## src/include/funct_generator_params.svh

```systemverilog
`ifndef FUNCT_GENERATOR_PARAMS_SVH
`define FUNCT_GENERATOR_PARAMS_SVH

// Width of every waveform sample and of the generator output.
`define DATA_WIDTH 16

// Width of the signed amplitude.
// The amplitude is a fraction of full scale, so 127 is close to unity gain.
`define AMP_WIDTH 8

// Width of the waveform table address.
// Six bits give 64 points in one period.
`define LUT_ADDR 6

// Arithmetic right shift applied to the sample times amplitude product.
// It matches the fractional reading of the amplitude.
`define AMP_SHIFT 7

`endif
```

## src/funct_generator_pkg.sv

```systemverilog
`include "funct_generator_params.svh"

package funct_generator_pkg;

	// States of the control FSM.
	// The fourth code is unused and falls back to idle.
	typedef enum logic [1:0] {
		GEN_IDLE,
		GEN_CONFIG,
		GEN_RUN
	} gen_state_t;

	// Waveform select codes, in the order of the external selector input.
	typedef enum logic [1:0] {
		WAVE_SINE,
		WAVE_COSINE,
		WAVE_TRIANGLE,
		WAVE_SQUARE
	} wave_sel_t;

	// Signed two's complement sample.
	typedef logic signed [`DATA_WIDTH-1:0] sample_t;

	// Signed amplitude, read as a fraction of full scale.
	typedef logic signed [`AMP_WIDTH-1:0] amp_t;

	// Unsigned waveform table address.
	typedef logic [`LUT_ADDR-1:0] table_addr_t;

endpackage

```

## src/funct_generator.sv

```systemverilog
module funct_generator
	import funct_generator_pkg::*;
(
	input  logic      clk,
	input  logic      rst,
	input  logic      en_low_i,
	input  logic      enh_conf_i,
	input  amp_t      amp_i,
	input  wave_sel_t sel_i,
	output sample_t   data_o,
	output logic      wr_en_o
);

	// Sequencer to table.
	table_addr_t addr;
	logic        addr_valid;

	// Sequencer to scaler.
	amp_t amp;

	// Table to scaler.
	sample_t sine;
	sample_t cosine;
	sample_t triangle;
	sample_t square;
	logic    samples_valid;

	// Control FSM, address counter and amplitude register.
	gen_sequencer gen_sequencer_inst (
		.clk          (clk),
		.rst          (rst),
		.en_low_i     (en_low_i),
		.enh_conf_i   (enh_conf_i),
		.amp_i        (amp_i),
		.addr_o       (addr),
		.addr_valid_o (addr_valid),
		.amp_o        (amp)
	);

	// Waveform lookup, one cycle behind the address.
	wave_table wave_table_inst (
		.clk             (clk),
		.rst             (rst),
		.addr_i          (addr),
		.addr_valid_i    (addr_valid),
		.sine_o          (sine),
		.cosine_o        (cosine),
		.triangle_o      (triangle),
		.square_o        (square),
		.samples_valid_o (samples_valid)
	);

	// Selection and scaling, one more cycle to the output strobe.
	wave_scaler wave_scaler_inst (
		.clk             (clk),
		.rst             (rst),
		.sine_i          (sine),
		.cosine_i        (cosine),
		.triangle_i      (triangle),
		.square_i        (square),
		.samples_valid_i (samples_valid),
		.sel_i           (sel_i),
		.amp_i           (amp),
		.data_o          (data_o),
		.wr_en_o         (wr_en_o)
	);

endmodule

```

## src/wave_scaler.sv

```systemverilog
`include "funct_generator_params.svh"

module wave_scaler
	import funct_generator_pkg::*;
(
	input  logic      clk,
	input  logic      rst,
	input  sample_t   sine_i,
	input  sample_t   cosine_i,
	input  sample_t   triangle_i,
	input  sample_t   square_i,
	input  logic      samples_valid_i,
	input  wave_sel_t sel_i,
	input  amp_t      amp_i,
	output sample_t   data_o,
	output logic      wr_en_o
);

	// Full precision product width of a sample and an amplitude.
	localparam int PROD_WIDTH = `DATA_WIDTH + `AMP_WIDTH;

	// Sample chosen by the selector.
	sample_t selected;

	// Signed product and its scaled version.
	logic signed [PROD_WIDTH-1:0] product;
	logic signed [PROD_WIDTH-1:0] scaled;

	// Output registers.
	sample_t data_q;
	logic    wr_en_q;

	// Waveform select.
	always_comb begin
		selected = sine_i;
		case (sel_i)
			WAVE_SINE:     selected = sine_i;
			WAVE_COSINE:   selected = cosine_i;
			WAVE_TRIANGLE: selected = triangle_i;
			WAVE_SQUARE:   selected = square_i;
			default:       selected = sine_i;
		endcase
	end

	// Both operands are signed, so they are sign extended to the product width.
	assign product = PROD_WIDTH'(selected) * PROD_WIDTH'(amp_i);

	// The arithmetic shift keeps the sign while dividing by the amplitude scale.
	assign scaled = product >>> `AMP_SHIFT;

	// The scaled value is truncated to the sample width on capture.
	// data_o holds its last value between strobes.
	always_ff @(posedge clk) begin
		if (rst) begin
			data_q <= '0;
		end else if (samples_valid_i) begin
			data_q <= scaled[`DATA_WIDTH-1:0];
		end
	end

	// One strobe for every valid sample set.
	always_ff @(posedge clk) begin
		if (rst) begin
			wr_en_q <= 1'b0;
		end else begin
			wr_en_q <= samples_valid_i;
		end
	end

	assign data_o  = data_q;
	assign wr_en_o = wr_en_q;

endmodule

```

## src/wave_table.sv

```systemverilog
`include "funct_generator_params.svh"

module wave_table
	import funct_generator_pkg::*;
(
	input  logic        clk,
	input  logic        rst,
	input  table_addr_t addr_i,
	input  logic        addr_valid_i,
	output sample_t     sine_o,
	output sample_t     cosine_o,
	output sample_t     triangle_o,
	output sample_t     square_o,
	output logic        samples_valid_o
);

	// One full period of a sine at full scale, 64 points.
	// Entry k holds round(32767 * sin(2 * pi * k / 64)).
	localparam sample_t SINE_LUT [2**`LUT_ADDR] = '{
		16'sd0,      16'sd3212,   16'sd6393,   16'sd9512,
		16'sd12539,  16'sd15446,  16'sd18204,  16'sd20787,
		16'sd23170,  16'sd25329,  16'sd27245,  16'sd28898,
		16'sd30273,  16'sd31356,  16'sd32137,  16'sd32609,
		16'sd32767,  16'sd32609,  16'sd32137,  16'sd31356,
		16'sd30273,  16'sd28898,  16'sd27245,  16'sd25329,
		16'sd23170,  16'sd20787,  16'sd18204,  16'sd15446,
		16'sd12539,  16'sd9512,   16'sd6393,   16'sd3212,
		16'sd0,      -16'sd3212,  -16'sd6393,  -16'sd9512,
		-16'sd12539, -16'sd15446, -16'sd18204, -16'sd20787,
		-16'sd23170, -16'sd25329, -16'sd27245, -16'sd28898,
		-16'sd30273, -16'sd31356, -16'sd32137, -16'sd32609,
		-16'sd32767, -16'sd32609, -16'sd32137, -16'sd31356,
		-16'sd30273, -16'sd28898, -16'sd27245, -16'sd25329,
		-16'sd23170, -16'sd20787, -16'sd18204, -16'sd15446,
		-16'sd12539, -16'sd9512,  -16'sd6393,  -16'sd3212
	};

	// A quarter period in table entries.
	localparam table_addr_t QUARTER = table_addr_t'(2**(`LUT_ADDR-2));

	// Full scale levels used by the square wave.
	localparam sample_t POS_FULL = {1'b0, {(`DATA_WIDTH-1){1'b1}}};
	localparam sample_t NEG_FULL = {1'b1, {(`DATA_WIDTH-1){1'b0}}};

	// The cosine reads the sine table a quarter period ahead.
	// The address sum wraps naturally at the table size.
	table_addr_t cos_addr;

	// Position inside the rising or falling half of the triangle.
	logic [`LUT_ADDR-2:0] tri_idx;

	// Triangle level in offset binary, before the sign flip.
	logic [`DATA_WIDTH-1:0] tri_level;

	// Combinational samples for the current address.
	sample_t triangle_d;
	sample_t square_d;

	// Sample registers.
	sample_t sine_q;
	sample_t cosine_q;
	sample_t triangle_q;
	sample_t square_q;
	logic    valid_q;

	assign cos_addr = addr_i + QUARTER;

	// In the first half the low address bits count up.
	// In the second half their inverse counts down, which mirrors the ramp.
	assign tri_idx = addr_i[`LUT_ADDR-1] ? ~addr_i[`LUT_ADDR-2:0] : addr_i[`LUT_ADDR-2:0];

	// Each step of the index is one fixed slice of the full range.
	assign tri_level = {tri_idx, {(`DATA_WIDTH-`LUT_ADDR+1){1'b0}}};

	// Flipping the top bit turns offset binary into two's complement.
	// The ramp then spans from negative full scale upwards.
	assign triangle_d = {~tri_level[`DATA_WIDTH-1], tri_level[`DATA_WIDTH-2:0]};

	// High for the first half period and low for the second.
	assign square_d = addr_i[`LUT_ADDR-1] ? NEG_FULL : POS_FULL;

	// Samples are captured only for a valid address and hold otherwise.
	always_ff @(posedge clk) begin
		if (addr_valid_i) begin
			sine_q     <= SINE_LUT[addr_i];
			cosine_q   <= SINE_LUT[cos_addr];
			triangle_q <= triangle_d;
			square_q   <= square_d;
		end
	end

	// The valid flag trails the address valid by one cycle.
	always_ff @(posedge clk) begin
		if (rst) begin
			valid_q <= 1'b0;
		end else begin
			valid_q <= addr_valid_i;
		end
	end

	assign sine_o          = sine_q;
	assign cosine_o        = cosine_q;
	assign triangle_o      = triangle_q;
	assign square_o        = square_q;
	assign samples_valid_o = valid_q;

endmodule

```

## src/gen_sequencer.sv

```systemverilog
module gen_sequencer
	import funct_generator_pkg::*;
(
	input  logic        clk,
	input  logic        rst,
	input  logic        en_low_i,
	input  logic        enh_conf_i,
	input  amp_t        amp_i,
	output table_addr_t addr_o,
	output logic        addr_valid_o,
	output amp_t        amp_o
);

	// Current and next state of the control FSM.
	gen_state_t state_q;
	gen_state_t state_d;

	// Table address counter and its next value.
	table_addr_t addr_q;
	table_addr_t addr_d;

	// Amplitude captured during configuration.
	amp_t amp_q;

	// Next state logic.
	// A configure request always wins over an idle request.
	// With neither request pending, the FSM heads for generation.
	always_comb begin
		state_d = state_q;
		case (state_q)
			GEN_IDLE: begin
				if (enh_conf_i) begin
					state_d = GEN_CONFIG;
				end else if (!en_low_i) begin
					state_d = GEN_RUN;
				end else begin
					state_d = GEN_IDLE;
				end
			end
			GEN_CONFIG: begin
				// A held configure request keeps the FSM here.
				if (enh_conf_i) begin
					state_d = GEN_CONFIG;
				end else if (en_low_i) begin
					state_d = GEN_IDLE;
				end else begin
					state_d = GEN_RUN;
				end
			end
			GEN_RUN: begin
				if (enh_conf_i) begin
					state_d = GEN_CONFIG;
				end else if (en_low_i) begin
					state_d = GEN_IDLE;
				end else begin
					state_d = GEN_RUN;
				end
			end
			default: begin
				// The unused encoding recovers to idle.
				state_d = GEN_IDLE;
			end
		endcase
	end

	// State register.
	always_ff @(posedge clk) begin
		if (rst) begin
			state_q <= GEN_IDLE;
		end else begin
			state_q <= state_d;
		end
	end

	// Next address.
	// The counter only advances while the FSM stays in generation.
	// On any exit from generation the address is cleared on the same edge, so
	// it already reads zero in the first idle or configure cycle.
	// The six bit counter wraps from 63 back to 0 by itself.
	always_comb begin
		if ((state_q == GEN_RUN) && (state_d == GEN_RUN)) begin
			addr_d = addr_q + table_addr_t'(1);
		end else begin
			addr_d = '0;
		end
	end

	// Address counter register.
	always_ff @(posedge clk) begin
		if (rst) begin
			addr_q <= '0;
		end else begin
			addr_q <= addr_d;
		end
	end

	// Amplitude register.
	// It follows amp_i on every configure cycle and holds otherwise.
	// The value present on the last configure cycle is the one used for
	// generation.
	always_ff @(posedge clk) begin
		if (rst) begin
			amp_q <= '0;
		end else if (state_q == GEN_CONFIG) begin
			amp_q <= amp_i;
		end
	end

	// Outputs come straight from registered state.
	// An address is valid exactly while the FSM is in generation.
	assign addr_o       = addr_q;
	assign addr_valid_o = (state_q == GEN_RUN);
	assign amp_o        = amp_q;

endmodule

```

## config.mk

```make
export PLATFORM = sky130hd
export DESIGN_NAME = funct_generator
export DESIGN_NICKNAME = d
export VERILOG_FILES = /design/src/funct_generator_pkg.sv /design/src/funct_generator.sv /design/src/wave_scaler.sv /design/src/wave_table.sv /design/src/gen_sequencer.sv
export VERILOG_INCLUDE_DIRS = /design/src /design/src/include
export SDC_FILE = /design/constraint.sdc
export NUM_CORES = 1
export LEC_CHECK = 0
export BUFFER_PORTS_ARGS = -buffer_cell sky130_fd_sc_hd__buf_2
export CAP_MARGIN = 5
export CORE_ASPECT_RATIO = 0.9
export CORE_UTILIZATION = 58
export DETAILED_ROUTE_END_ITERATION = 8
export PLACE_DENSITY = 0.78
export SYNTH_ARGS = -nofsm -noshare
export SYNTH_HDL_FRONTEND = slang
export SYNTH_SLANG_ARGS = --single-unit
export TNS_END_PERCENT = 10
```

## constraint.sdc

```tcl
create_clock -name clk -period 5.65 [get_ports clk]
set_clock_uncertainty 0.1 [all_clocks]
set_input_delay 0.565 -clock clk [delete_from_list [all_inputs] [get_ports clk]]
set_output_delay 0.565 -clock clk [all_outputs]
set_load 0.05 [all_outputs]
```

==> qor.yml <==
nets: 1202
worstPathMaxFanout: 7
synthToLayoutAreaGrowth_pct: 8.685
fin_crit_sh_pct: 96.22
vias: 7072
place_congestion: 0.9204
synth_edf_count: 39
diodes: 0
postRouteAntennaNets: 0
worstReg2RegEnd: "wave_scaler_inst.data_o[13]"
cts.clk_slew.worst_paths_ns: 0.06
netlist.area_leader.share_pct: 22.18
die-area_um2: 15750
vias_per_cell: 5.703
yosysMostFrequentCell: "inv_1"
ios: 31
stdcell_area_um2: 9614
ys_warn_count: 0
drcViolationCount: 0
r2r_start: "wave_table_inst.square_o[14]"
placed_area_um2: 9254
cp-end-kind: "flip-flop"
cts_tree: "built"
setup_viol: 0
placementRows: 42
worst_path_largest_cell_delay_ns: 0.56
clockBufferDepth: 2
hpwlAfterDp_um: 14680
grt_pass1_vias: 6876
hold_end: "gen_sequencer_inst.state_q[1]"
ys_top_cells_by_count: "150 x inv_1, 98 x fa_1, 85 x nand2_1, 81 x nor2_1, 66 x o21ai_0"
netlist-cell-type-count: 70
die_w_um: 132.2
antenna_found_initial: 0
grt_pass1_wl_um: 33700
outcome: "finished clean"
finalPower_mw: 1.421
port_buffers: 30
crit_type: "flip-flop to flip-flop"
rrSetupSlack_ns: 0.21
wl_um: 19810
cts_root_buf: "clkbuf_16"
min_period_ns: 5.437
grt_start_max_net_pins: 75
hold_path.class: "primary input to flip-flop"
synth_area_leaders: "fa_1 22%, edfxtp_1 13%, dfxtp_1 7.7%, ha_1 7.5%, inv_1 6.4%"
cts_buffers: 9
ys_seq_area_share_pct: 20.93
drtIter0Drc: 716
synth_fp_nets: 1190
power_density_nw_per_um2: 147.9
final_layout_size_suffix_gt1_share_pct: 11.32
synth_top_area_cell: "fa_1"
critPathLaunchType: "flip-flop"
fmax_mhz: 183.9
cpMostUsedCell: "fa_1"
syn_area_per_cell_um2: 8.630
required_ns: 5.80
ctsHoldBuffers: 0
drtPass1Iterations: 5
overflow: 0
min_path_cells: 2
finalHoldViolations: 0
slew_viol_final: 0
path_delay_family: "adder cells"
grt_usage_pct: 27.12
cp.buffers_inverters: 4
wl_per_cell_um: 15.98
initial_core_util_pct: 59.69
clock_latency_ns: 0.36
syn_area_um2: 8846
cts_max_level: 3
synth_seq_cells: 73
min-delay-start: "en_low_i"
slew_headroom_pct: 24.25
netlist_instances: 1025
holdWs_ns: 0.3175
ff2ff_path_depth: 20
crit_slowest_cell: "fa_1"
p_leak_nw: 4.248
tightest_slew_ns: 1.134
worstPathCellList: "nand2_2, buf_4, o21ai_0, a22o_1, buf_4, and2_1, fa_1, fa_1, fa_1, inv_1, fa_1, inv_1, ha_1, nand3_1, o31ai_4, o2111ai_4, a21oi_2, a21oi_1, or4b_1, o311ai_1"
arrival_ns: 5.59
synth_ff_type: "edfxtp_1"
async_flop_share_pct: 0
maxCapViolations: 0
clock_sinks: 73
core_area_um2: 14820
ir_drop_uv: 168.8
die_h_um: 119.2
[logic make-up (layout without fill, tap and decap cells)]
logic type	count (synthesis)	count (layout)	synth area share (%)
AO/OA/AOI/OAI	205	205	14.57
XOR/XNOR	32	32	3.168
adder cells (fa/ha/maj)	151	151	29.67
buffers and inverters	217	234	9.618
flip-flops	73	73	20.93
multiplexers	32	32	4.625
AND/OR/NAND/NOR	315	315	17.41
[stage by stage]
| step | cells | setup slack (ns) | util (%) | setup TNS (ns) |
|---|---|---|---|---|
| CTS | 1239 | 0.01509 | 64.52 | 0 |
| detailed placement | 1223 | -0.1498 | 62.45 | -0.3063 |
| global placement | 1223 | 0.01649 | 62.45 | 0 |
| floorplan | 1025 | 0.03953 | - | 0 |
| finish | 1240 | 0.2134 | 64.88 | 0 |
| global route | 1240 | -0.009522 | 64.88 | -0.009522 |
[area by class of cell]
class / count / area, um2
well taps: 198 / 247.7
clock buffers: 10 / 250.2
flip-flops and latches: 73 / 1856
multi-input cells: 735 / 6196
fillers: 1208 / 5205
repair buffers: 67 / 440.4
clock inverters: 6 / 57.56
inverters: 151 / 566.8
[power breakdown]
part	switching, mW	leakage (nW)	internal, mW
logic	0.137	3.41	0.105
clock network	0.262	0.152	0.333
registers	0.0178	0.684	0.567
total	0.417	4.25	1.00
[worst max-delay path by stage]
stage          cells after the start                    startpoint  slack [ns]                     endpoint
3_5_place_dp                      19                      sel_i[1]       -0.15  wave_scaler_inst.data_o[13]
3_3_place_gp                      19                      sel_i[1]        0.02  wave_scaler_inst.data_o[15]
6_report                          20  wave_table_inst.square_o[14]        0.21  wave_scaler_inst.data_o[13]
2_1_floorplan                     20                      sel_i[0]        0.04  wave_scaler_inst.data_o[15]
5_1_grt                           20  wave_table_inst.square_o[14]       -0.01  wave_scaler_inst.data_o[13]
4_1_cts                           19  wave_table_inst.square_o[14]        0.02  wave_scaler_inst.data_o[15]
[cells in the final DEF, fill, tap and decap left out, types with 4 or more instances in the layout]
cell type	n
edfxtp_1	39
buf_2	30
a22oi_1	5
a21o_1	4
or2_2	5
nand2_1	84
a22o_1	6
a21oi_1	58
nor2_1	80
fa_1	98
buf_4	36
xor2_1	15
a211oi_1	6
o211ai_1	13
o21ai_0	66
inv_1	150
nor2b_1	34
mux2i_1	24
a31oi_1	9
nand3_1	17
ha_1	53
and2_1	48
nor3_1	12
clkbuf_16	10
nand2b_1	16
dfxtp_1	31
mux4_2	7
xnor2_1	17
[flip-flops by register name, summed over array words and instances, names as in the netlist]
signal / cells
wave_table_inst.square_o: 2
wave_scaler_inst.wr_en_o: 1
wave_table_inst.triangle_o: 5
gen_sequencer_inst.amp_o: 8
gen_sequencer_inst.addr_o: 6
wave_scaler_inst.data_o: 16
gen_sequencer_inst.state_q: 2
wave_table_inst.sine_o: 16
wave_table_inst.samples_valid_o: 1
wave_table_inst.cosine_o: 16
[metal layers]
layer / global-route usage [%] / vias up / part of all wire [%]
met4: 5.747 / 0 / 1.0
met5: 0 / - / 0
li1: - / 3385 / -
met2: 45.54 / 233 / 49
met3: 4.811 / 20 / 6.6
met1: 36.87 / 3434 / 44
[what timing repair did]
item                       4_1_cts  5_1_grt
buffers inserted                 0        1
resized for setup                0        8
setup endpoints to repair        0        7
Power figures use the tool's default switching activity.
